[config.mk]
export PLATFORM = sky130hd
export DESIGN_NAME = phase_counter
export DESIGN_NICKNAME = d
export VERILOG_FILES = /design/src/design/eval_pkg.sv /design/src/design/board_pkg.sv /design/src/design/phase_counter.sv
export SDC_FILE = /design/constraint.sdc
export NUM_CORES = 1
export LEC_CHECK = 0
export ABC_AREA = 1
export BUFFER_PORTS_ARGS = -buffer_cell sky130_fd_sc_hd__buf_2
export CELL_PAD_IN_SITES_DETAIL_PLACEMENT = 1
export CELL_PAD_IN_SITES_GLOBAL_PLACEMENT = 1
export CORE_MARGIN = 5
export CORE_UTILIZATION = 24
export DETAILED_ROUTE_END_ITERATION = 10
export PLACE_DENSITY = 0.82
export SLEW_MARGIN = 20
export SYNTH_ARGS = -nofsm -noshare
export SYNTH_HDL_FRONTEND = slang
export SYNTH_SLANG_ARGS = --single-unit
[constraint.sdc]
create_clock -name clk -period 9 [get_ports clk]
set_input_delay 1.35 -clock clk [delete_from_list [all_inputs] [get_ports clk]]
set_output_delay 1.35 -clock clk [all_outputs]
set_load 0.05 [all_outputs]
[src/design/eval_pkg.sv]
// Evaluator constants
// Piece values, phase scaling, pipeline sizes
`default_nettype none

package eval_pkg;

   // Game phase
   localparam int PHASE_MAX = 62;                  // Clamp for non-pawn count
   typedef logic [7:0] phase_t;                    // Unsigned phase value

   // Fixed-point reciprocal of PHASE_MAX
   localparam int PHASE_SHIFT = 20;                // Scale is 2^20
   localparam int PHASE_RECIP = 16912;             // floor(2^20 / 62)

   // Piece values, index 0 is pawn through 5 is king
   localparam int unsigned MG_VALUE [6] = '{82, 337, 365, 477, 1025, 0};
   localparam int unsigned EG_VALUE [6] = '{94, 281, 297, 512, 936, 0};

   // Evaluator units reporting done
   localparam int EVAL_UNITS = 3;                  // White, black material and phase

   localparam int BLEND_LATENCY = 6;               // Stages in phase_blend
   localparam int SUM_GUARD = 4;                   // Headroom bits in term sums

endpackage

`default_nettype wire

[src/design/board_pkg.sv]
// Board encoding
// Square layout and piece codes
`default_nettype none

package board_pkg;

   localparam int NUM_SQUARES = 64;                        // Full 8x8 board
   localparam int PIECE_WIDTH = 4;                         // Color bit over 3-bit kind
   localparam int BOARD_WIDTH = NUM_SQUARES * PIECE_WIDTH; // 256 bits packed

   typedef logic [PIECE_WIDTH-1:0] piece_t;                // MSB set means black
   typedef logic [BOARD_WIDTH-1:0] board_t;                // Square 0 in bits 3:0

   // Kind codes in the low three bits
   localparam logic [2:0] KIND_EMPTY  = 3'd0;
   localparam logic [2:0] KIND_PAWN   = 3'd1;
   localparam logic [2:0] KIND_KNIGHT = 3'd2;
   localparam logic [2:0] KIND_BISHOP = 3'd3;
   localparam logic [2:0] KIND_ROOK   = 3'd4;
   localparam logic [2:0] KIND_QUEEN  = 3'd5;
   localparam logic [2:0] KIND_KING   = 3'd6;
   // Kind 7 and black-empty code 8 are treated as empty squares

endpackage

`default_nettype wire
[src/design/phase_counter.sv]
// Game phase counter
`timescale 1ns/1ps
`default_nettype none

module phase_counter (
   input  logic              clk,
   input  logic              reset,
   input  board_pkg::board_t board,
   input  logic              start,
   output eval_pkg::phase_t  phase,
   output logic              done
);
   import board_pkg::*;
   import eval_pkg::*;

   localparam int COUNT_W = $clog2(NUM_SQUARES + 1);

   logic [NUM_SQUARES-1:0] heavy;                // Occupied by neither pawn nor empty
   logic [COUNT_W-1:0]     heavy_count_d;
   logic [COUNT_W-1:0]     heavy_count;
   logic [1:0]             start_pipe;

   always_comb
   begin
      heavy_count_d = '0;
      for (int sq = 0; sq < NUM_SQUARES; sq++)
      begin
         heavy[sq] = (board[sq*PIECE_WIDTH +: 3] != KIND_EMPTY) &&
                     (board[sq*PIECE_WIDTH +: 3] != KIND_PAWN) &&
                     (board[sq*PIECE_WIDTH +: 3] <= KIND_KING); // Kind 7 is empty
         heavy_count_d += COUNT_W'(heavy[sq]);
      end
   end

   always_ff @(posedge clk)
   begin
      heavy_count <= heavy_count_d;              // Popcount stage
      if (heavy_count > COUNT_W'(PHASE_MAX))     // Clamp stage
         phase <= phase_t'(PHASE_MAX);
      else
         phase <= phase_t'(heavy_count);
   end

   always_ff @(posedge clk)
   begin
      if (reset)
         start_pipe <= '0;
      else
         start_pipe <= {start_pipe[0] & start, start};
   end

   assign done = start & start_pipe[1];

   a_phase_clamped: assert property (@(posedge clk) disable iff (reset)
      done |-> phase <= PHASE_MAX);

endmodule

`default_nettype wire

; Word level (Yosys, flattened, before mapping)
; Cells that the tools add are included.
[totals]
reg_bits = 17
elab_cells = 390
[op_classes]
n_addsub = 63
magnitude_cmp = 65
n_eq_ne = 64
n_bitwise = 2
reduce_logical = 192
[op_table]
columns = operator, n
row1 = adder 7 x 1 -> 7 bit, 57
row2 = less-or-equal comparator 3 bit (second input constant), 64
row3 = inequality test 3 x 1 -> 1 bit (second input constant), 64
row4 = nonzero test 3 bit, 64
row5 = logical AND 1 bit, 128
row6 = adder 6 x 1 -> 7 bit, 1
row7 = greater-than comparator 7 x 6 -> 1 bit (second input constant), 1
row8 = adder 5 x 1 -> 6 bit, 1
row9 = adder 4 x 1 -> 5 bit, 1
row10 = adder 3 x 1 -> 4 bit, 1
row11 = adder 2 x 1 -> 3 bit, 1
row12 = adder 1 x 1 -> 2 bit, 1
row13 = AND 1 bit, 2

; Logic depth before layout (Yosys ltp)
[depth]
depth_word = 66
ltp_mapped = 24
depth_no_buf = 24

; Worst setup path after synthesis
; Ideal clock, no wire load.
[synth_timing]
path_type = input port to flip-flop
startpoint = input port board[118]
endpoint = register heavy_count[4]
arrival_ns = 6.632
required_time_ns = 8.880
path_slack_ns = 2.248
cell_stages = 18
path_cell_list = o21a_1 -> fa_1 -> inv_1 -> fa_1 -> fa_1 -> inv_1 -> fa_1 -> inv_1 -> fa_1 -> fa_1 -> fa_1 -> inv_1 -> fa_1 -> ha_1 -> fa_1 -> nand3_1 -> nand2_1 -> xor2_1
[synth_between]
elab_chain_len = 38
elab_cells_between_ends = 40
cone_classes = 35 x add/sub / 1 x order compare / 1 x eq/ne / 3 x reduce/logical
[synth_rtl]
columns = item, line
row1 = from (decl), phase_counter.sv:8  ; input board_pkg::board_t board,
row2 = branches (longest 2 deep; another with less-or-equal comparator 3 bit), n/a
row3 = logical AND 1 bit (*), phase_counter.sv:29  ; (board[sq*PIECE_WIDTH +: 3] != KIND_PAWN) &&
row4 = adder 7 x 1 -> 7 bit (*) (35 in series), phase_counter.sv:31  ; heavy_count_d += COUNT_W'(heavy[sq]);
row5 = via heavy_count_d[4], phase_counter.sv:19  ; logic [COUNT_W-1:0] heavy_count_d;
row6 = to (signal assigned), phase_counter.sv:37  ; heavy_count <= heavy_count_d;
row7 = to (decl), phase_counter.sv:20  ; logic [COUNT_W-1:0] heavy_count;
; Mark *: on every way through the listed nets, which the timed path passes.
; A chain may end at the register's enable or synchronous reset.

; Worst setup path in the final report
; Ends and elaborated chain as after synthesis.

==> impl_metrics.yaml <==
detailed_routing:
  postRouteAntennaNets: 0
  drt_iter0_markers: 55
  totalWireLength_mm: 8.36
  viasPerCell: 4.41
  via_count: 2884
  wl_per_cell_um: 12.8
  drcViolationCount: 0
  drtPass1Iterations: 4
global_routing:
  antenna_found_initial: 0
  met1_usage: 0.140
  grt_util_met2: 0.245
  overflow: 0
  grt_max_degree: 9
  grt_pass1_wl_mm: 13.9
  grt.busiest_layer: "met2"
  grt_pass1_vias: 3392
  grt_usage: 0.122
  use_met3: 0.0178
timing:
  worst_hold_slack_ns: 0.434
  finalCritPeriodShare: 0.759
  fin_crit_ns: 6.83
  rsz0062_at_grt: "no"
  finalClockSkew_ns: 0.00157
  slew_violations: 0
  fin_tns_setup_ns: 0
  hold_violations: 0
  fmax_ghz: 0.146
  setup_slack_ns: 2.17
  setup_viol: 0
cts:
  hold_buffers: 0
  clockBufferDepth: 2
  cts-htree-levels: 1
  clkSinkCount: 16
  tritoncts: "done"
  cts_setup_buffers: 0
  cts_root_buf: "clkbuf_8"
  postCtsResizedCells: 0
  clkLatencyLatePin_ns: 0.24
  cts_buffers: 3
  clk_pin_slew_worst_paths_ns: 0.06
critical_path:
  cp.required_ns: 9.13
  crit_top_cell: "fa_1"
  endpoint_kind: "flop"
  cp_max_fo: 3
  cpPeakStageDelay_ns: 0.55
  crit_type: "in -> reg"
  crit_chain: "buf_2, o21a_1, fa_1, inv_1, fa_1, fa_1, inv_1, fa_1, inv_1, fa_1, fa_1, fa_1, inv_1, fa_1, ha_1, fa_1, nand3_1, nand2_1, xor2_1"
  cp.arrival_ns: 6.96
  critPathSlowestCell: "fa_1"
  r2r-start: "heavy_count[0]"
  crit_start: "board[118]"
  cp-start-kind: "primary input"
synthesis:
  synth_warnings: 0
  synthDistinctLibCells: 19
  synth_area_um2: 2690
  netlist_instances: 309
  yosysSeqAreaShare: 0.119
  syn_avg_cell_area_um2: 8.70
  ys_seq_elements: 16
floorplan:
  die_h_um: 116
  chipWidth_um: 116
  design.portCount: 268
  rows: 38
  core-area_um2: 10900
  start_util: 0.247
  dieArea_um2: 13400
placement:
  dpl_cell_area_um2: 3870
  hpwl_mm: 8.18
  place_ws_ns: 1.86
  io_buffers: 202
  gp_congestion: 0.785
outcome:
  status: "finished, final reports clean"
worst_hold_path:
  hp-start: "heavy_count[6]"
  hold_path_class: "reg -> reg"
finish:
  synthToLayoutAreaGrowth_pct: 45.5
  postLayoutCellArea_um2: 3910
  drive_gt1_frac: 0.405
  final_cell_mix: "202 x buf_2, 68 x nand3_1, 56 x inv_1"
  nets: 844
  final_common_cell: "buf_2"
  diodes: 0
run:
  cap_violations: 0
flip-flops by register name, indices dropped and copies added, names as in the netlist:
name and flops:
heavy_count 7, phase 7, start_pipe 2
layout make-up:
class | count | area [um2]
Inverter | 56 | 210
Sequential cell | 16 | 320
Tap cell | 140 | 175
Multi-Input combinational cell | 237 | 2150
Timing Repair Buffer | 202 | 1010
Fill cell | 1376 | 6980
Clock buffer | 3 | 41.3
logic make-up (layout without fill, tap and decap cells):
logic type / count (synthesis) / in the layout / synth area share
flip-flops: 16 / 16 / 0.119
AO/OA/AOI/OAI: 67 / 67 / 0.144
XOR/XNOR: 3 / 3 / 0.00977
adder cells (fa/ha/maj): 69 / 69 / 0.472
AND/OR/NAND/NOR: 96 / 96 / 0.173
other: 1 / 2 / 0.00139
buffers and inverters: 57 / 261 / 0.0810
metrics by stage:
stage               std cells   util
finish                    654  0.359
global route              654  0.359
CTS                       654  0.359
detailed placement        651  0.356
global placement          651  0.356
floorplan                 310      -
path summary, 6_finish.rpt:
| kind | cells after the start | endpoint | slack, ns |
|---|---|---|---|
| worst max-delay path | 19 | heavy_count[4] | 2.17 |
| worst min-delay path | 1 | phase[0] | 0.43 |
| worst max register to register | 4 | phase[5] | 8.10 |
| worst min register to register | 1 | phase[0] | 0.43 |
synth_stat cells:
| cell type | number | area (um2) |
|---|---|---|
| a21oi_1 | 3 | 15.0 |
| buf_4 | 1 | 7.51 |
| conb_1 | 1 | 3.75 |
| dfxtp_1 | 16 | 320 |
| fa_1 | 54 | 1080 |
| ha_1 | 15 | 188 |
| inv_1 | 56 | 210 |
| nand2_1 | 19 | 71.3 |
| nand2_2 | 1 | 6.26 |
| nand3_1 | 68 | 340 |
| nand3_2 | 1 | 10.0 |
| nand4_1 | 1 | 6.26 |
| nor2_1 | 4 | 15.0 |
| nor3_1 | 1 | 5.00 |
| nor3_2 | 1 | 10.0 |
| o21a_1 | 21 | 158 |
| o21ai_0 | 26 | 130 |
| o21ai_1 | 17 | 85.1 |
| xor2_1 | 3 | 26.3 |
worst max-delay path: cells and delay by family:
| kind | cells | cell delay [ns] |
|---|---|---|
| buf+inv | 5 | 0.31 |
| compound gates | 1 | 0.20 |
| fa+ha+maj | 10 | 4.77 |
| xor+xnor | 1 | 0.15 |
| simple gates | 2 | 0.18 |
metal layers:
layer / part of all wire / wire length (um)
met5: 0 / 0
met4: 0.0049 / 41
met3: 0.088 / 737
met2: 0.56 / 4640
met1: 0.35 / 2930
Power is not shown: default switching activity piles up to over one toggle a cycle in this logic, so the estimate is an artifact.
