--- config.mk ---
export PLATFORM = sky130hd
export DESIGN_NAME = phase_blend
export DESIGN_NICKNAME = d
export VERILOG_FILES = /design/src/design/eval_pkg.sv /design/src/design/phase_blend.sv
export SDC_FILE = /design/constraint.sdc
export NUM_CORES = 1
export LEC_CHECK = 0
export BUFFER_PORTS_ARGS = -buffer_cell sky130_fd_sc_hd__buf_2
export CAP_MARGIN = 20
export CORE_MARGIN = 2
export CORE_UTILIZATION = 40
export DETAILED_ROUTE_END_ITERATION = 6
export PLACE_DENSITY = 0.57
export SLEW_MARGIN = 5
export SYNTH_ARGS = -nofsm -noshare
export SYNTH_HDL_FRONTEND = slang
export SYNTH_SLANG_ARGS = --single-unit
--- constraint.sdc ---
create_clock -name clk -period 13.23 [get_ports clk]
set_clock_uncertainty 0.05 [all_clocks]
set_input_delay 1.323 -clock clk [delete_from_list [all_inputs] [get_ports clk]]
set_output_delay 1.323 -clock clk [all_outputs]
set_load 0.01 [all_outputs]
--- src/design/eval_pkg.sv ---
// Evaluator constants
// Piece values, phase scaling, pipeline sizes
`default_nettype none

package eval_pkg;

   // Game phase
   localparam int PHASE_MAX = 62;                  // Clamp for non-pawn count
   typedef logic [7:0] phase_t;                    // Unsigned phase value

   // Fixed-point reciprocal of PHASE_MAX
   localparam int PHASE_SHIFT = 20;                // Scale is 2^20
   localparam int PHASE_RECIP = 16912;             // floor(2^20 / 62)

   // Piece values, index 0 is pawn through 5 is king
   localparam int unsigned MG_VALUE [6] = '{82, 337, 365, 477, 1025, 0};
   localparam int unsigned EG_VALUE [6] = '{94, 281, 297, 512, 936, 0};

   // Evaluator units reporting done
   localparam int EVAL_UNITS = 3;                  // White, black material and phase

   localparam int BLEND_LATENCY = 6;               // Stages in phase_blend
   localparam int SUM_GUARD = 4;                   // Headroom bits in term sums

endpackage

`default_nettype wire

--- src/design/phase_blend.sv ---
// Phase blend pipeline
// Tapered mix of middlegame and endgame terms
`timescale 1ns/1ps
`default_nettype none

module phase_blend #(
   parameter int EVAL_WIDTH = 16
) (
   input  logic                          clk,
   input  logic signed [EVAL_WIDTH-1:0]  mg_white,
   input  logic signed [EVAL_WIDTH-1:0]  eg_white,
   input  logic signed [EVAL_WIDTH-1:0]  mg_black,
   input  logic signed [EVAL_WIDTH-1:0]  eg_black,
   input  eval_pkg::phase_t              phase,
   output logic signed [EVAL_WIDTH-1:0]  eval
);
   import eval_pkg::*;

   localparam int SUM_W   = EVAL_WIDTH + SUM_GUARD;
   localparam int PROD_W  = SUM_W + $bits(phase_t) + 1;   // Times signed 9-bit weight
   localparam int TOTAL_W = PROD_W + 1;
   localparam int SCALE_W = TOTAL_W + 16;                 // Times signed reciprocal
   localparam logic signed [SCALE_W-1:0] ROUND_BIAS = SCALE_W'((1 << PHASE_SHIFT) - 1);

   logic signed [SUM_W-1:0]   mg_sum;
   logic signed [SUM_W-1:0]   eg_sum;
   phase_t                    phase_s1;          // Aligned with the sums
   phase_t                    eg_weight;
   logic signed [PROD_W-1:0]  mg_prod;
   logic signed [PROD_W-1:0]  eg_prod;
   logic signed [PROD_W-1:0]  mg_prod_r;
   logic signed [PROD_W-1:0]  eg_prod_r;
   logic signed [TOTAL_W-1:0] total;
   logic signed [SCALE_W-1:0] scaled;
   logic signed [SCALE_W-1:0] rounded;

   assign eg_weight = phase_t'(PHASE_MAX) - phase_s1;
   // Bias negatives so the shift truncates toward zero
   assign rounded = scaled + (scaled[SCALE_W-1] ? ROUND_BIAS : '0);

   always_ff @(posedge clk)
   begin
      // Stage 1
      mg_sum   <= SUM_W'(mg_white) + SUM_W'(mg_black);
      eg_sum   <= SUM_W'(eg_white) + SUM_W'(eg_black);
      phase_s1 <= phase;

      // Stage 2
      mg_prod <= PROD_W'(mg_sum) * PROD_W'($signed({1'b0, phase_s1}));
      eg_prod <= PROD_W'(eg_sum) * PROD_W'($signed({1'b0, eg_weight}));

      // Stage 3, timing only
      mg_prod_r <= mg_prod;
      eg_prod_r <= eg_prod;

      // Stage 4
      total <= TOTAL_W'(mg_prod_r) + TOTAL_W'(eg_prod_r);

      // Stage 5, divide by 62 as multiply by reciprocal
      scaled <= SCALE_W'(total) * SCALE_W'(PHASE_RECIP);

      // Stage 6
      eval <= EVAL_WIDTH'(rounded >>> PHASE_SHIFT);
   end

endmodule

`default_nettype wire

### After elaboration in Yosys (flattened, before gate mapping)

Cells that the tools add are included.

* register bits after elaboration: 246
* latch bits: 0
* RAM bits: 0
* memory bits (read-only): 0
* bits of input ports: 73
* output and inout port bits: 16
* logic and storage cells: 19
* memories: 0

* add/sub/neg operators: 5
* $mul: 3
* div/mod/pow operators: 0
* $lt $le $gt $ge: 0
* equality and inequality tests: 0
* shifts and indexed selects: 0
* muxes and demuxes: 1
* bitwise gates (word level): 0
* reduce and logical (&&, ||, !) cells: 0

Operator list (count)
* $mul 17x9->26: 2
* $mul 30x12->42 const B: 1
* $add 36x20->36: 1
* $add 16x16->17: 2
* $add 29x29->30: 1
* $mux 20: 1
* $sub 6x8->8 const A: 1

### Longest topological paths before layout

* depth in word-level cells: 2
* mapped depth: 22
* depth with buffers taken out: 21

### Worst setup path after synthesis

OpenSTA, ideal clock, no wires.

* path type: register -> register
* from: register phase_s1[1]
* to: register eg_prod[27]
* setup time: 0.120 ns
* arrival: 5.148 ns
* data required time: 13.060 ns
* path slack: 7.912 ns
* stages on the path, launching flop included: 22
* path buffers: 2
* period minus slack after synthesis: 5.318 ns
* cell sequence: dfxtp_1 > clkbuf_1 > and4_1 > nand2_1 > xor2_1 > clkbuf_1 > nand2_1 > fa_1 > fa_1 > inv_1 > fa_1 > inv_1 > fa_1 > inv_1 > ha_1 > o21a_1 > o21ai_0 > o311a_1 > o31a_1 > o21ai_0 > a21oi_1 > xnor2_1

* cells in the longest elaborated chain, start to end: 2

Ends and longest elaborated chain
* start, declared: RTL line phase_blend.sv:27 `phase_t phase_s1;`
* start signal, assigned: RTL line phase_blend.sv:46 `phase_s1 <= phase;`
* $sub 6x8->8: RTL line phase_blend.sv:37 `assign eg_weight = phase_t'(PHASE_MAX) - phase_s1;`
* $mul 17x9->26: RTL line phase_blend.sv:50 `eg_prod <= PROD_W'(eg_sum) * PROD_W'($signed({1'b0, eg_weight}));`
* end signal, assigned: RTL line phase_blend.sv:50
* end, declared: RTL line phase_blend.sv:30 `logic signed [PROD_W-1:0] eg_prod;`

No other way between the ends.

### Final worst setup path

* from: register phase_s1[2]
* to: register eg_prod[24]

Same word-level chain as after synthesis.

==> run summary <==
CTS root buf: clkbuf_16
Critical path origin: phase_s1[2]
Dpl hpwl: 34600 um
TritonCTS clock tree: done
Slew Viols, Final: 0
Via count: 14.9k
Syn Std Cell Area: 21400 sq um
Post-Syn Nets: 2921
Prevailing post-synth register cell: dfxtp_1
CTS Sinks: 225
Synth Instances: 2328
Reg2Reg Depth: 19
Largest net degree at the start of global routing: 38
Iter 0 DRT Violations: 527
GPL Wtd Cong: 0.819
Ys async rst share: 0
RSZ-0062 raised after global routing: false
Final period utilization: 0.463
Insertion delay to the later sink of the worst-skew pair: 540 ps
Nets: 3009
CP endpoint kind: flop
GRT Total Usage: 0.156
Routed vias/inst: 4.78
Seq/Total Area, Yosys: 0.211
RR Startpoint: phase_s1[2]
CTS Hold Buffers Added: 0
Antenna violations before repair: 0
EDFF count, synth: 0
Yosys cell types: 67
Buf/Inv on CP: 3
R2r endpoint: eg_prod[24]
Post-CTS Setup Repair Bufs: 0
Outcome: completed
WS Path Type: reg -> reg
Clock Tree Buf Depth: 3
Yosys warns: 0
Number of port buffers: 88
Hold Crit Class: reg -> reg
DRT Wirelength: 41200 um
Diodes inserted: 0
IO Pins: 89
Reg2Reg Setup Slack: 7110 ps
First-pass GRT wire length: 73600 um
Resized cells post-CTS: 0
Max-cap viol count: 0
CP arrival: 6520 ps
CP max-delay cell: dfxtp_1
Core area: 52700 sq um
Vias in the first global route: 15.7k
Final Hold Viols: 0
Synth-to-layout area growth: 9.74%
Design area: 23400 sq um
Total global routing overflow: 0
Syn_area_per_cell: 9.17 sq um
Crit path top cell by count: fa_1
Final setup viols: 0
Rel. slew slack: 0.445
Drt first pass iters: 5
Row count: 84
Setup_tns: 0 ps
Fmax: 163 MHz
Fin crit period: 6120 ps
Worst Setup EP: eg_prod[24]
Die Height: 235 um
Post-DP Area: 22600 sq um
Critical path's top delay family: adder cells
Routed len/inst: 13.2 um
Crit path launch type: flop
Routed Antenna Nets: 0
Seq cells post-synth: 225
DRC violations left: 0
Die area: 55300 sq um
Total CTS buffers: 25
WP depth: 19
Required time of the worst setup path: 13630 ps
Crit path max fanout: 21
Slew @ Worst Pin: 831 ps
Die width: 235 um
Crit-path max cell delay: 840 ps
H-tree levels: 1
Worst-path clk slew: 60 ps
CP Cell Sequence: and4_1 -> nand2_1 -> xor2_1 -> buf_4 -> and2_1 -> fa_1 -> fa_1 -> fa_1 -> inv_1 -> fa_1 -> inv_1 -> ha_1 -> a21oi_1 -> nand2_1 -> o21ai_0 -> a21oi_1 -> o21bai_1 -> nand2_1 -> a311oi_1
Share of cells above drive strength 1: 0.0661
Initial Utilization: 0.406
-- worst min path at each step --
stage | slack [ps] | startpoint | cells after the start | to
floorplan | 260 | eg_prod[0] | 0 | eg_prod_r[0]
global placement | 260 | mg_prod[3] | 0 | mg_prod_r[3]
detailed placement | 260 | mg_prod[0] | 0 | mg_prod_r[0]
CTS | 280 | mg_prod[0] | 0 | mg_prod_r[0]
global route | 280 | eg_prod[22] | 0 | eg_prod_r[22]
finish | 270 | mg_prod[0] | 0 | mg_prod_r[0]
-- placed cells by master, fill, tap and decap left out, types with 88 or more instances in the layout --
cell     Yosys  final
inv_1      458    458
xnor2_1     98     98
nand2_1    170    170
buf_2        2     88
ha_1       277    277
nor2_1      94     94
dfxtp_1    225    225
and2_1     148    148
a21oi_1     96     96
fa_1       243    243
-- sequential cells by signal, summed over array words and instances, names as in the netlist, 17 cells and up --
signal / cells
eg_prod: 26
eg_prod_r: 26
eg_sum: 17
mg_prod: 26
mg_prod_r: 26
mg_sum: 17
scaled: 33
total: 30
-- Yosys cell counts (5+ instances only) --
cell type / instances / share of area
inv_1: 458 / 0.080
ha_1: 277 / 0.16
fa_1: 243 / 0.23
dfxtp_1: 225 / 0.21
nand2_1: 170 / 0.030
and2_1: 148 / 0.043
xnor2_1: 98 / 0.040
a21oi_1: 96 / 0.022
nor2_1: 94 / 0.017
o21ai_0: 64 / 0.015
clkbuf_1: 36 / 0.0063
nand2b_1: 36 / 0.011
a21o_1: 33 / 0.012
nor2b_1: 32 / 0.0094
xor2_1: 31 / 0.013
nor3_1: 30 / 0.0070
nand3_1: 23 / 0.0054
o21a_1: 20 / 0.0070
a211oi_1: 16 / 0.0056
o21bai_1: 15 / 0.0053
and3_1: 14 / 0.0041
nand4_1: 14 / 0.0041
o211ai_1: 13 / 0.0046
o31ai_1: 10 / 0.0035
or3_1: 10 / 0.0029
a2111oi_0: 8 / 0.0033
a31oi_1: 7 / 0.0021
and4_1: 7 / 0.0029
a211o_1: 6 / 0.0025
mux2i_1: 6 / 0.0028
or2_2: 6 / 0.0018
o2111ai_1: 5 / 0.0021
o211a_1: 5 / 0.0023
o311ai_0: 5 / 0.0021
o41ai_1: 5 / 0.0021
-- through the flow --
stage | worst slack [ps] | std cells | util | hold slack [ps]
CTS | 6710 | 3119 | 0.445 | 276
floorplan | 7910 | 2328 | - | 260
detailed placement | 6740 | 3074 | 0.429 | 262
finish | 7110 | 3122 | 0.445 | 275
global placement | 6820 | 3074 | 0.429 | 264
global route | 6740 | 3122 | 0.445 | 279
-- metal layers --
layer  routed length (um)  up-vias  GRT usage  share of wire
met5                    0        -          0              0
met4                  862        0     0.0334          0.021
met3                 1110       44     0.0184          0.027
met2                19400      173      0.270           0.47
met1                19800     7031      0.208           0.48
li1                     -     7668          -              -
-- cells by family (layout without fill, tap and decap cells) --
kind of cell    Yosys count  count (layout)  synth area share
simple gates            603             603             0.146
fa+ha+maj               520             520             0.390
buf+inv                 496             602            0.0873
compound gates          348             348             0.110
flops                   225             225             0.211
xor+xnor                129             129            0.0529
mux                       7               7           0.00334
-- final cells by class --
| class | count | area (sq um) |
|---|---|---|
| Clock buffer | 30 | 664 |
| Clock inverter | 15 | 178 |
| Fill cell | 5097 | 29200 |
| Inverter | 458 | 1720 |
| Multi-Input combinational cell | 1607 | 15000 |
| Sequential cell | 225 | 4500 |
| Tap cell | 688 | 861 |
| Timing Repair Buffer | 99 | 523 |
Power is left out: the tool's default activity adds up to more than one toggle a clock period on the data nets, which glitch-free logic cannot reach.
