==> src/design/eval_pkg.sv <==
// Evaluator constants
// Piece values, phase scaling, pipeline sizes
`default_nettype none

package eval_pkg;

   // Game phase
   localparam int PHASE_MAX = 62;                  // Clamp for non-pawn count
   typedef logic [7:0] phase_t;                    // Unsigned phase value

   // Fixed-point reciprocal of PHASE_MAX
   localparam int PHASE_SHIFT = 20;                // Scale is 2^20
   localparam int PHASE_RECIP = 16912;             // floor(2^20 / 62)

   // Piece values, index 0 is pawn through 5 is king
   localparam int unsigned MG_VALUE [6] = '{82, 337, 365, 477, 1025, 0};
   localparam int unsigned EG_VALUE [6] = '{94, 281, 297, 512, 936, 0};

   // Evaluator units reporting done
   localparam int EVAL_UNITS = 3;                  // White, black material and phase

   localparam int BLEND_LATENCY = 6;               // Stages in phase_blend
   localparam int SUM_GUARD = 4;                   // Headroom bits in term sums

endpackage

`default_nettype wire

==> src/design/board_pkg.sv <==
// Board encoding
// Square layout and piece codes
`default_nettype none

package board_pkg;

   localparam int NUM_SQUARES = 64;                        // Full 8x8 board
   localparam int PIECE_WIDTH = 4;                         // Color bit over 3-bit kind
   localparam int BOARD_WIDTH = NUM_SQUARES * PIECE_WIDTH; // 256 bits packed

   typedef logic [PIECE_WIDTH-1:0] piece_t;                // MSB set means black
   typedef logic [BOARD_WIDTH-1:0] board_t;                // Square 0 in bits 3:0

   // Kind codes in the low three bits
   localparam logic [2:0] KIND_EMPTY  = 3'd0;
   localparam logic [2:0] KIND_PAWN   = 3'd1;
   localparam logic [2:0] KIND_KNIGHT = 3'd2;
   localparam logic [2:0] KIND_BISHOP = 3'd3;
   localparam logic [2:0] KIND_ROOK   = 3'd4;
   localparam logic [2:0] KIND_QUEEN  = 3'd5;
   localparam logic [2:0] KIND_KING   = 3'd6;
   // Kind 7 and black-empty code 8 are treated as empty squares

endpackage

`default_nettype wire
==> src/design/eval_sequencer.sv <==
// Evaluation sequencer
// Board capture, unit tracking and result hold
`timescale 1ns/1ps
`default_nettype none

module eval_sequencer (
   input  logic                            clk,
   input  logic                            reset,
   input  logic                            board_valid,
   input  logic                            clear_eval,
   input  board_pkg::board_t               board_in,
   input  logic [eval_pkg::EVAL_UNITS-1:0] unit_done,
   output board_pkg::board_t               board,
   output logic                            start,
   output logic                            eval_valid
);
   import board_pkg::*;
   import eval_pkg::*;

   localparam int LAT_W = $clog2(BLEND_LATENCY);

   typedef enum logic [2:0] {
      ST_IDLE,
      ST_SETTLE,                                 // Board passes second flop
      ST_WAIT_UNITS,
      ST_WAIT_LATENCY,                           // Blend pipeline drains
      ST_HOLD
   } state_t;

   state_t                state;
   board_t                board_pre;
   logic                  board_valid_q;
   logic                  board_edge;
   logic [EVAL_UNITS-1:0] done_q;
   logic [EVAL_UNITS-1:0] done_locked;           // Sticky per unit
   logic [LAT_W-1:0]      latency_count;

   assign board_edge = board_valid & ~board_valid_q;

   always_ff @(posedge clk)
   begin
      if (state == ST_IDLE)
         board_pre <= board_in;                  // Tracks input until an edge
      board <= board_pre;                        // Flopped again for timing
   end

   always_ff @(posedge clk)
   begin
      if (reset)
      begin
         state         <= ST_IDLE;
         board_valid_q <= 1'b0;
         done_q        <= '0;
         done_locked   <= '0;
         latency_count <= '0;
         start         <= 1'b0;
         eval_valid    <= 1'b0;
      end
      else
      begin
         board_valid_q <= board_valid;
         done_q        <= unit_done;
         done_locked   <= done_locked | (unit_done & ~done_q); // Lock on rising edge
         case (state)
            ST_IDLE:
               if (board_edge)
                  state <= ST_SETTLE;
            ST_SETTLE:
            begin
               done_locked   <= '0;              // Fresh evaluation
               latency_count <= '0;
               start         <= 1'b1;
               state         <= ST_WAIT_UNITS;
            end
            ST_WAIT_UNITS:
               if (&done_locked)
                  state <= ST_WAIT_LATENCY;
            ST_WAIT_LATENCY:
            begin
               latency_count <= latency_count + 1'b1;
               if (latency_count == LAT_W'(BLEND_LATENCY - 1))
               begin
                  eval_valid <= 1'b1;
                  state      <= ST_HOLD;
               end
            end
            ST_HOLD:
               if (clear_eval)
               begin
                  eval_valid <= 1'b0;
                  start      <= 1'b0;            // Units drop done with start
                  state      <= ST_IDLE;
               end
            default:
            begin
               start      <= 1'b0;
               eval_valid <= 1'b0;
               state      <= ST_IDLE;
            end
         endcase
      end
   end

   a_valid_needs_lock: assert property (@(posedge clk) disable iff (reset)
      $rose(eval_valid) |-> &done_locked);

   a_idle_no_start: assert property (@(posedge clk) disable iff (reset)
      state == ST_IDLE |-> !start);

endmodule

`default_nettype wire

==> config.mk <==
export PLATFORM = sky130hd
export DESIGN_NAME = eval_sequencer
export DESIGN_NICKNAME = d
export VERILOG_FILES = /design/src/design/eval_pkg.sv /design/src/design/board_pkg.sv /design/src/design/eval_sequencer.sv
export SDC_FILE = /design/constraint.sdc
export NUM_CORES = 1
export LEC_CHECK = 0
export BUFFER_PORTS_ARGS = -buffer_cell sky130_fd_sc_hd__buf_4
export CAP_MARGIN = 5
export CORE_AREA = 2 2 204 206
export DETAILED_ROUTE_END_ITERATION = 8
export DIE_AREA = 0 0 206 208
export GPL_TIMING_DRIVEN = 1
export HOLD_SLACK_MARGIN = 0.08
export SYNTH_ARGS = -nofsm -noshare
export SYNTH_HDL_FRONTEND = slang
export SYNTH_SLANG_ARGS = --single-unit
==> constraint.sdc <==
create_clock -name clk -period 27.2 [get_ports clk]
set_clock_uncertainty 0.05 [all_clocks]
set_input_delay 8.16 -clock clk [delete_from_list [all_inputs] [get_ports clk]]
set_output_delay 8.16 -clock clk [all_outputs]
set_load 0.005 [all_outputs]
After elaboration in Yosys (flattened, before gate mapping)
Cells that the tools add are included.

storage, ports and cells
  ROM bits = 0
  bits in latches = 0
  logic and storage cells = 45
  RAM bits = 0
  flip-flop bits (word level) = 527
  input port bits = 263
  memories kept = 0

operators by class
  reductions and logical operators = 9
  magnitude comparators = 0
  $mul = 0
  shifts and indexed selects = 0
  equal/unequal tests = 9
  $add $sub $neg = 1
  div/mod/pow operators = 0
  multiplexer cells = 10
  bitwise operators = 7

operators by type and width
  kind                   count
  $pmux W3 S5            1
  $mux W3                4
  $ne A2 B2 Y1 const B   4
  $eq A3 B2 Y1 const B   2
  $eq A3 B3 Y1 const B   2
  $pmux W1 S3            2
  $pmux W3 S2            1
  $reduce_and A3 Y1      2
  $reduce_or A3 Y1       2
  $reduce_and A4 Y1      1
  $add A3 B1 Y3 const B  1
  $and A3 B3 Y3          1
  $eq A3 B1 Y1 const B   1
  $logic_not A3 Y1       1
  $not A1 Y1             3
  $not A3 Y3             1
  $or A3 B3 Y3           1
  $mux W1                2
  $reduce_and A2 Y1      1
  $reduce_bool A2 Y1     1
  $reduce_or A2 Y1       1
  $and A1 B1 Y1          1

Longest topological paths before layout
  word-level depth = 4
  mapped depth = 6

Least setup slack after synthesis
OpenSTA, ideal clock, no wires.

  path kind = flip-flop to flip-flop
  from = reg state[0]
  to = reg board_pre[0], enable pin
  path slack = 8.295 ns
  data arrival time = 17.667 ns
  library setup time = 1.188 ns
  stages on the path, launching flop included = 3
  required time = 25.962 ns
  clock period less this slack = 18.905 ns
  path through = dfxtp_1 buf_4 nor3_1

on the way
  longest elaborated chain between the ends = 1

ends and longest elaborated chain
  item                    RTL line              source
  start, declared         eval_sequencer.sv:30  state_t state;
  start signal, assigned  eval_sequencer.sv:51  state <= ST_IDLE;
  start signal, assigned  eval_sequencer.sv:67  state <= ST_SETTLE;
  start signal, assigned  eval_sequencer.sv:73  state <= ST_WAIT_UNITS;
  $logic_not A3 Y1        eval_sequencer.sv:42  if (state == ST_IDLE)
  end signal, assigned    eval_sequencer.sv:43  board_pre <= board_in;
  end, declared           eval_sequencer.sv:31  board_t board_pre;

No other way between the ends.
A chain may end at the register's enable or synchronous reset.

Final worst setup path
  from = reg board[107]
  to = out board[107]

RTL lines
  item                    RTL line              source
  start, declared         eval_sequencer.sv:13  output board_pkg::board_t board,
  start signal, assigned  eval_sequencer.sv:44  board <= board_pre;

No word-level cell between the ends.

==> results.json <==
{
  "worstMarginPinSlew_ps": 1272,
  "viasPerCell": 3.943,
  "power_frac_seq_pct": 53.4,
  "grt-ovfl-total": 0,
  "power-per-cell-area_nw_per_um2": 93.65,
  "rsz0062_at_grt": "false",
  "worst-path-buf-inv": 1,
  "core_sq_um": 40550,
  "drive_above_1_share_pct": 50.29,
  "critical_path.cell_chain": "buf_4",
  "crit_arrival_ps": 1080,
  "synth.cell_area_sq_um": 13440,
  "groute.usage.overall_pct": 13.45,
  "grt_pass1_vias": 6950,
  "synthCells": 583,
  "crit_slowest_cell": "dfxtp_1",
  "fin_ws_ps": 17910,
  "ys_seq_elements": 527,
  "dr.pass1.iters": 4,
  "slew_headroom_pct": 15.17,
  "final_cell_mix": "buf_4, dfxtp_1, edfxtp_1",
  "p_int_uw": 1462,
  "initial_core_util_pct": 33.15,
  "finalCritPeriodShare_pct": 34.16,
  "detail_route.iter0.violations": 310,
  "cpPeakStageDelay_ps": 370,
  "hold_ws_ps": 284.3,
  "cts_hold_buf": 0,
  "critical_path_required_ps": 18990,
  "cts-resized-gates": 0,
  "end_kind": "primary output",
  "finish.instance_area_sq_um": 19750,
  "status": "finished, final reports clean",
  "clock_path_buffers": 3,
  "synth_warnings": 0,
  "ir_worst_vdd_mv": 0.04957,
  "drv_slew": 0,
  "setup_tns_ps": 0,
  "grt_max_degree": 180,
  "cts_buffers": 52,
  "cts_tree": "yes",
  "syn_to_final_growth_pct": 46.90,
  "htreeDepth": 2,
  "place_area_sq_um": 18020,
  "syn_nets": 848,
  "antenna_found_initial": 1,
  "final_common_cell": "buf_4",
  "setup_viol": 0,
  "io_buffers": 520,
  "clock_sinks": 527,
  "critPathKind": "reg -> out",
  "period_needed_ps": 9292,
  "dr_total_vias": 6822,
  "die_area_sq_um": 42850,
  "io_pins": 521,
  "syn_avg_cell_area_sq_um": 23.06,
  "grt_pass1_wl_um": 42460,
  "die_h_um": 208,
  "min_path_type": "reg -> reg",
  "crit_family": "flip-flops",
  "startpoint_type": "register",
  "crit_fanout": 1,
  "gp_congestion": 0.7721,
  "ant_nets": 0,
  "fmax_mhz": 107.6,
  "clk_transition_reported_paths_ps": 60,
  "die_w_um": 206,
  "clockRootBuffer": "clkbuf_16",
  "p_clk_share_pct": 38.1,
  "hold_viol": 0,
  "yosysUniqueCellTypes": 26,
  "p_sw_share_pct": 20.91,
  "post-route-drc-count": 0,
  "pwr-share-comb_pct": 8.5,
  "num_rows": 74,
  "clock_latency_ps": 570,
  "yosysSeqAreaShare_pct": 97.55,
  "maxCapViolCount": 0,
  "place_ws_ps": 18020,
  "final_util_pct": 48.69,
  "wl_per_cell_um": 17.45,
  "dpl.hpwl_um": 21500,
  "p_switching_uw": 386.6,
  "wirelength_um": 30190,
  "cts_setup_buffers": 0,
  "leakage_uw": 0.008355,
  "fin_nets": 1420
}
[worst paths after layout]
kind	end	slack [ps]	from	cells past startpoint
worst max-delay path	board[107]	17910	board[107]$_DFF_P_	1
worst min-delay path	board[90]$_DFF_P_	280	board_pre[90]$_DFFE_PP_	0
worst max register to register	board_pre[211]$_DFFE_PP_	24540	state[2]$_SDFFE_PP0P_	3
worst min register to register	board[90]$_DFF_P_	280	board_pre[90]$_DFFE_PP_	0
[stage by stage]
| step | power (uW) | cells |
|---|---|---|
| after floorplan | 1064 | 583 |
| after detailed placement | 1167 | 1633 |
| after global placement | 1162 | 1633 |
| after CTS | 1877 | 1729 |
| after global routing | 1925 | 1729 |
| final | 1849 | 1730 |
[Yosys cell counts]
library cell / n / area [sq um]
buf_4: 2 / 15.01
and4_1: 1 / 8.760
xnor2_1: 2 / 17.52
ha_1: 2 / 25.02
dfxtp_1: 271 / 5425
nand2_1: 5 / 18.77
a21o_1: 1 / 7.510
o31ai_1: 1 / 7.510
clkbuf_1: 1 / 3.750
nor4_1: 1 / 6.260
or3_1: 3 / 18.77
nor3_1: 3 / 15.01
o21ai_0: 1 / 5.000
a21oi_1: 6 / 30.03
nor2b_1: 6 / 37.54
inv_1: 5 / 18.77
nor3b_1: 1 / 7.510
buf_2: 1 / 5.000
a32o_1: 1 / 10.01
a2bb2oi_1: 1 / 8.760
nor2_1: 7 / 26.28
a31oi_1: 1 / 6.260
edfxtp_1: 256 / 7687
a2111oi_0: 1 / 8.760
xor2_1: 1 / 8.760
nand2b_1: 2 / 12.51
[layer usage]
layer | track usage (%) | vias up | routed length (um)
met5 | 0 | - | 0
met4 | 4.680 | 0 | 780
met3 | 7.143 | 49 | 3744
met2 | 22.53 | 336 | 14850
met1 | 14.39 | 3198 | 10820
li1 | - | 3239 | -
[power groups by stage]
stage                     Sequential [uW]  Clock, uW  Combinational, uW
final                                 988        704                157
after global routing                  998        757                170
after CTS                             990        726                162
after detailed placement             1010          0                162
after global placement               1000          0                161
after floorplan                      1040          0               24.5
[registers in the layout (all words and copies together) (netlist names)]
register,cells
done_locked,3
board_pre,256
board_valid_q,1
eval_valid,1
start,1
latency_count,3
state,3
done_q,3
board,256
[cell type report]
cell class | instances | area, sq um
Inverter | 5 | 18.77
Tap cell | 532 | 665.6
Sequential cell | 527 | 13110
Fill cell | 3430 | 20810
Multi-Input combinational cell | 47 | 291.5
Antenna cell | 1 | 2.502
Timing Repair Buffer | 522 | 3931
Clock inverter | 18 | 167.7
Clock buffer | 78 | 1555
[cells by family after synthesis]
group / after synthesis / share of synthesized area (%)
AND/OR/NAND/NOR: 29 / 1.126
XOR/XNOR: 3 / 0.1955
buffers and inverters: 9 / 0.3164
flip-flops: 527 / 97.55
AO/OA/AOI/OAI: 13 / 0.6237
adder cells (fa/ha/maj): 2 / 0.1861
No activity file was read; power rests on OpenSTA's default activity.
