$ cat src/design/eval_pkg.sv
// Evaluator constants
// Piece values, phase scaling, pipeline sizes
`default_nettype none

package eval_pkg;

   // Game phase
   localparam int PHASE_MAX = 62;                  // Clamp for non-pawn count
   typedef logic [7:0] phase_t;                    // Unsigned phase value

   // Fixed-point reciprocal of PHASE_MAX
   localparam int PHASE_SHIFT = 20;                // Scale is 2^20
   localparam int PHASE_RECIP = 16912;             // floor(2^20 / 62)

   // Piece values, index 0 is pawn through 5 is king
   localparam int unsigned MG_VALUE [6] = '{82, 337, 365, 477, 1025, 0};
   localparam int unsigned EG_VALUE [6] = '{94, 281, 297, 512, 936, 0};

   // Evaluator units reporting done
   localparam int EVAL_UNITS = 3;                  // White, black material and phase

   localparam int BLEND_LATENCY = 6;               // Stages in phase_blend
   localparam int SUM_GUARD = 4;                   // Headroom bits in term sums

endpackage

`default_nettype wire

$ cat src/design/board_pkg.sv
// Board encoding
// Square layout and piece codes
`default_nettype none

package board_pkg;

   localparam int NUM_SQUARES = 64;                        // Full 8x8 board
   localparam int PIECE_WIDTH = 4;                         // Color bit over 3-bit kind
   localparam int BOARD_WIDTH = NUM_SQUARES * PIECE_WIDTH; // 256 bits packed

   typedef logic [PIECE_WIDTH-1:0] piece_t;                // MSB set means black
   typedef logic [BOARD_WIDTH-1:0] board_t;                // Square 0 in bits 3:0

   // Kind codes in the low three bits
   localparam logic [2:0] KIND_EMPTY  = 3'd0;
   localparam logic [2:0] KIND_PAWN   = 3'd1;
   localparam logic [2:0] KIND_KNIGHT = 3'd2;
   localparam logic [2:0] KIND_BISHOP = 3'd3;
   localparam logic [2:0] KIND_ROOK   = 3'd4;
   localparam logic [2:0] KIND_QUEEN  = 3'd5;
   localparam logic [2:0] KIND_KING   = 3'd6;
   // Kind 7 and black-empty code 8 are treated as empty squares

endpackage

`default_nettype wire
$ cat src/design/material_eval.sv
// Material counter
// One color, middlegame and endgame terms
`timescale 1ns/1ps
`default_nettype none

module material_eval #(
   parameter int EVAL_WIDTH = 16,
   parameter bit SIDE_WHITE = 1'b1
) (
   input  logic                          clk,
   input  logic                          reset,
   input  board_pkg::board_t             board,
   input  logic                          start,
   output logic signed [EVAL_WIDTH-1:0]  mg,
   output logic signed [EVAL_WIDTH-1:0]  eg,
   output logic                          done
);
   import board_pkg::*;
   import eval_pkg::*;

   localparam int   SUM_W      = EVAL_WIDTH + SUM_GUARD;
   localparam int   RANKS      = NUM_SQUARES / 8;
   localparam logic SIDE_COLOR = SIDE_WHITE ? 1'b0 : 1'b1; // Color bit of our pieces

   logic [SUM_W-1:0]        mg_rank_d [RANKS];   // Level one, per-rank sums
   logic [SUM_W-1:0]        eg_rank_d [RANKS];
   logic [SUM_W-1:0]        mg_rank   [RANKS];
   logic [SUM_W-1:0]        eg_rank   [RANKS];
   logic [SUM_W-1:0]        mg_sum;              // Level two, whole board
   logic [SUM_W-1:0]        eg_sum;
   logic signed [SUM_W-1:0] mg_total;
   logic signed [SUM_W-1:0] eg_total;
   logic [1:0]              start_pipe;          // Tracks adder tree fill

   // Value of one square, zero for the other color or no piece
   function automatic int unsigned piece_value(input piece_t piece, input bit endgame);
      int unsigned value;
      value = 0;
      if (piece[PIECE_WIDTH-1] == SIDE_COLOR)
      begin
         case (piece[PIECE_WIDTH-2:0])
            KIND_PAWN:   value = endgame ? EG_VALUE[0] : MG_VALUE[0];
            KIND_KNIGHT: value = endgame ? EG_VALUE[1] : MG_VALUE[1];
            KIND_BISHOP: value = endgame ? EG_VALUE[2] : MG_VALUE[2];
            KIND_ROOK:   value = endgame ? EG_VALUE[3] : MG_VALUE[3];
            KIND_QUEEN:  value = endgame ? EG_VALUE[4] : MG_VALUE[4];
            KIND_KING:   value = endgame ? EG_VALUE[5] : MG_VALUE[5];
            default:     value = 0;              // Empty codes
         endcase
      end
      return value;
   endfunction

   always_comb
   begin
      for (int r = 0; r < RANKS; r++)
      begin
         mg_rank_d[r] = '0;
         eg_rank_d[r] = '0;
         for (int f = 0; f < 8; f++)
         begin
            mg_rank_d[r] += SUM_W'(piece_value(board[(r*8+f)*PIECE_WIDTH +: PIECE_WIDTH], 1'b0));
            eg_rank_d[r] += SUM_W'(piece_value(board[(r*8+f)*PIECE_WIDTH +: PIECE_WIDTH], 1'b1));
         end
      end
   end

   always_comb
   begin
      mg_sum = '0;
      eg_sum = '0;
      for (int r = 0; r < RANKS; r++)
      begin
         mg_sum += mg_rank[r];
         eg_sum += eg_rank[r];
      end
   end

   always_ff @(posedge clk)
   begin
      mg_rank  <= mg_rank_d;
      eg_rank  <= eg_rank_d;
      mg_total <= SIDE_WHITE ? mg_sum : -mg_sum; // Black counts against white
      eg_total <= SIDE_WHITE ? eg_sum : -eg_sum;
   end

   always_ff @(posedge clk)
   begin
      if (reset)
         start_pipe <= '0;
      else
         start_pipe <= {start_pipe[0] & start, start}; // Drops out as soon as start falls
   end

   assign mg   = mg_total[EVAL_WIDTH-1:0];
   assign eg   = eg_total[EVAL_WIDTH-1:0];
   assign done = start & start_pipe[1];          // Two cycles after start

   // Terms only reported once the tree has seen the board for two cycles
   a_done_after_start: assert property (@(posedge clk) disable iff (reset)
      done |-> start && $past(start, 2));

endmodule

`default_nettype wire

$ cat config.mk
export PLATFORM = sky130hd
export DESIGN_NAME = material_eval
export DESIGN_NICKNAME = d
export VERILOG_FILES = /design/src/design/eval_pkg.sv /design/src/design/board_pkg.sv /design/src/design/material_eval.sv
export SDC_FILE = /design/constraint.sdc
export NUM_CORES = 2
export LEC_CHECK = 0
export ABC_AREA = 1
export BUFFER_PORTS_ARGS = -buffer_cell sky130_fd_sc_hd__buf_2
export CAP_MARGIN = 15
export CELL_PAD_IN_SITES_DETAIL_PLACEMENT = 0
export CELL_PAD_IN_SITES_GLOBAL_PLACEMENT = 1
export CORE_ASPECT_RATIO = 2
export CORE_MARGIN = 5
export CORE_UTILIZATION = 52
export CTS_CLUSTER_SIZE = 28
export DETAILED_ROUTE_END_ITERATION = 16
export GPL_ROUTABILITY_DRIVEN = 1
export PLACE_DENSITY = 0.95
export SLEW_MARGIN = 20
export SYNTH_ARGS = -nofsm -noshare
export SYNTH_HDL_FRONTEND = slang
export SYNTH_SLANG_ARGS = --single-unit
$ cat constraint.sdc
create_clock -name clk -period 10.6 [get_ports clk]
set_input_delay 1.59 -clock clk [delete_from_list [all_inputs] [get_ports clk]]
set_output_delay 1.59 -clock clk [all_outputs]
set_load 0.02 [all_outputs]
[Word-level counts from Yosys, hierarchy flattened]
Cells that the tools add are included.
Cells by class
  add/subtract/negate cells: 126
  $mul: 0
  div/mod/pow operators: 0
  magnitude comparators: 0
  equality and inequality tests: 320
  shift-type cells: 0
  mux-type cells: 256
  bitwise logic cells: 2
  reductions and logical operators: 0
Operators by type and width (count)
  11-bit one-hot mux with 5 select lines: 64
  10-bit one-hot mux with 5 select lines: 64
  16-bit by 10-bit adder with 16-bit output: 48
  16-bit by 11-bit adder with 16-bit output: 48
  11-bit 2-to-1 mux: 64
  10-bit 2-to-1 mux: 64
  3-bit by 2-bit equality test with 1-bit output, second input constant: 128
  3-bit equality test, second input constant: 128
  16-bit adder: 14
  3-bit by 1-bit equality test with 1-bit output, second input constant: 64
  11-bit by 11-bit adder with 12-bit output: 8
  10-bit by 10-bit adder with 11-bit output: 8
  1-bit AND: 2
Storage, ports and cells
  flip-flop bits (word level): 290
  bits in latches: 0
  bits in writable memories: 0
  bits in read-only memories: 0
  input port bits: 259
  output and inout port bits: 33
  word-level logic and storage cells: 723
  memories: 0

[Longest topological paths before layout]
  word-level depth: 10
  gate-level depth with buffers: 30

[Worst setup path before layout]
No wires, ideal clock.
  kind: in2reg
  from: input board[145]
  to: register mg_rank[73] (netlist name)
  arrival time: 5681 ps
  data required time: 10487 ps
  slack: 4806 ps
  stages on the path: 23
  cell sequence: inv_1 -> ha_1 -> or2_2 -> nand2_2 -> inv_2 -> nor2_1 -> a21oi_1 -> inv_1 -> fa_1 -> inv_1 -> fa_1 -> inv_1 -> fa_1 -> inv_1 -> fa_1 -> inv_1 -> fa_1 -> nand3_1 -> nand3_1 -> nand3_1 -> nand3_1 -> nand2_1 -> nand2_1
RTL lines
  start, declared: RTL line material_eval.sv:12  | input board_pkg::board_t board,
  end signal, assigned: RTL line material_eval.sv:81  | mg_rank <= mg_rank_d;
  end, declared: RTL line material_eval.sv:27  | logic [SUM_W-1:0] mg_rank [RANKS];

==> flow_summary.json <==
{
  "status": "finished clean",
  "synth_adder_area_share": 0.463,
  "postCtsResizedCells": 0,
  "fin_hold_ws_ps": 436,
  "cp.required_ps": 11040,
  "multi_input_area_sq_um": 42300,
  "criticalPathCategory": "primary input to register",
  "drc": 0,
  "min_path_type": "register to register",
  "io_pins": 292,
  "dr.pass1.iters": 5,
  "maxCapViolCount": 0,
  "synth_warnings": 0,
  "wirelength_um": 171000,
  "track_usage": 0.301,
  "drtIter0Drc": 2064,
  "via_per_inst": 5.18,
  "cts_buffer_depth": 3,
  "n_fill_cell": 10338,
  "min_period_ps": 5850,
  "synth_compound_area_frac": 0.0681,
  "die_h_um": 470,
  "synth_area_sq_um": 55100,
  "syn_nets": 9156,
  "cts_hold_buffers": 0,
  "synth_top_family_by_area": "adder cells",
  "critPathArrivalTime_ps": 6300,
  "synth_area_leaders": "fa_1 33%, inv_1 13%, ha_1 13%",
  "synth_top_flop_cell": "dfxtp_1",
  "end_kind": "register",
  "ant_nets": 0,
  "synth-simple-area-share": 0.210,
  "dieArea_sq_um": 113000,
  "synth-async-reset-ratio": 0,
  "slew-limit-headroom": 0.421,
  "htreeDepth": 1,
  "syn_to_final_growth_pct": 7.35,
  "finalHoldViolations": 0,
  "timing.fmax_mhz": 171,
  "seq_area_frac_synth": 0.0956,
  "synth_top_area_frac": 0.330,
  "crit_path_start_kind": "primary input",
  "syn_inst": 7406,
  "numCtsBuffers": 27,
  "dpl.hpwl_um": 157000,
  "worstMarginPinSlew_ps": 860,
  "synth_xor_area_frac": 0.0274,
  "cts_tree": "yes",
  "start_util": 0.521,
  "rows": 169,
  "rrSetupSlack_ps": 6440,
  "worstPathMaxFanout": 6,
  "final_layout_size_suffix_gt1_frac": 0.0547,
  "synth.area.mux_share": 0,
  "cts.sinks": 263,
  "cts-root-buf": "clkbuf_16",
  "grt_max_degree": 17,
  "ys_ff_latch": 263,
  "grt_pass1_vias": 50652,
  "place.gp.congestion": 1.03,
  "die_x_um": 240,
  "grt.overflow.total": 0,
  "post-cts-setup-buffers": 0,
  "antenna_found_initial": 7,
  "grt_pass1_wl_um": 262000,
  "vias": 47162,
  "report.final.slew_viol_count": 0,
  "seq_area_sq_um": 5270,
  "synth_cell_type_count": 47,
  "core_area_sq_um": 106000,
  "io_buffer_count": 291,
  "finalSetupTns_ps": 0,
  "wl_per_cell_um": 18.8,
  "synth_top_area_cell": "fa_1",
  "finalNetCount": 9464,
  "skew_ps": 21.5,
  "synth_edf_count": 0,
  "synth_area_per_cell_sq_um": 7.44,
  "fin_crit_sh": 0.552,
  "path_clk_slew_ps": 70,
  "setup_violations": 0,
  "grt_setup_unrepaired": "no",
  "clk_latency_ps": 560
}
area by class of cell:
| cell class | count | area share |
|---|---|---|
| diodes | 3 | 0.000127 |
| clock inverters | 18 | 0.00353 |
| well taps | 1368 | 0.0290 |
| repair buffers | 291 | 0.0246 |
| multi-input cells | 5153 | 0.716 |
| flip-flops and latches | 263 | 0.0891 |
| inverters | 1978 | 0.126 |
| clock buffers | 31 | 0.0122 |
state kept, by name, indices dropped and copies added, names as in the netlist:
signal,cells
mg_rank,118
start_pipe,2
eg_total,16
eg_rank,111
mg_total,16
worst max-delay path: stages:
cell and delay (ps):
buf_2 140, inv_1 100, ha_1 280, or2_2 140, nand2_2 100, inv_2 100
nor2_1 80, a21oi_1 180, inv_1 90, fa_1 540, inv_1 80, fa_1 540
inv_1 50, fa_1 520, inv_1 60, fa_1 530, inv_1 70, fa_1 490
nand3_1 110, nand3_1 170, nand3_1 140, nand3_1 70, nand2_1 60, nand2_1 40
Yosys cell counts (4+ instances only):
cell and instances:
buf_2 7, nand2_2 8, nand3b_1 14, a31oi_1 11, nor2_4 6, o22ai_1 8, nor2_1 704, nand2_1 1519
fa_1 909, o211ai_1 28, o21bai_1 28, dfxtp_1 263, inv_1 1959, nor2_2 14, o21ai_0 237, nand3_1 344
a21oi_1 300, clkbuf_1 4, ha_1 582, a211oi_1 10, inv_2 16, xnor2_1 90, a21boi_0 9, nor3_1 70
xor2_1 82, or2_2 21, o21a_1 7, a21o_1 22, o21ai_2 8, nand4_1 100
path summary, 6_finish.rpt:
kind,from,endpoint,depth (start not counted)
worst max-delay path,board[145],mg_rank[73],24
worst min-delay path,start_pipe[0],start_pipe[1],2
worst max register to register,eg_rank[82],eg_total[10],12
worst min register to register,start_pipe[0],start_pipe[1],2
stage by stage:
stage / util / setup slack, ps / std cells / cell area, sq um
2_1_floorplan: - / 4810 / 7406 / 55100
4_1_cts: 0.559 / 4780 / 9102 / 59100
3_5_place_dp: 0.550 / 4190 / 9053 / 58200
3_3_place_gp: 0.550 / 4230 / 9053 / 58200
5_1_grt: 0.559 / 4470 / 9103 / 59100
6_report: 0.559 / 4750 / 9105 / 59100
placed cells by master, fill, tap and decap left out, types with 5 or more instances in the layout:
cell type / instances
nand3b_1: 14
a21o_1: 22
nor2_2: 14
fa_1: 909
inv_6: 5
buf_2: 291
o22ai_1: 8
o21ai_0: 237
xnor2_1: 90
nand4_1: 100
o21bai_1: 28
ha_1: 582
a31oi_1: 11
o211ai_1: 28
a21oi_1: 300
o21a_1: 7
nor2_4: 6
clkbuf_16: 27
a211oi_1: 10
nand2_1: 1519
nand3_1: 344
xor2_1: 82
nor2_1: 704
inv_2: 16
o21ai_2: 8
or2_2: 21
a21boi_0: 9
inv_1: 1959
nor3_1: 70
dfxtp_1: 263
nand2_2: 8
per-layer routing:
metal	GRT usage	up-vias	part of all wire
li1	-	22870	-
met1	0.268	22427	0.31
met2	0.596	1273	0.55
met3	0.0252	588	0.033
met4	0.239	4	0.11
met5	0	-	0.00015
cells by family (layout without fill, tap and decap cells):
kind of cell,count (synthesis),after routing
other cells,0,3
simple gates,2811,2811
compound gates,679,679
xor+xnor,172,172
flops,263,263
buf+inv,1990,2318
fa+ha+maj,1491,1491
Power is not shown: default switching activity piles up to over one toggle a cycle in this logic, so the estimate is an artifact.
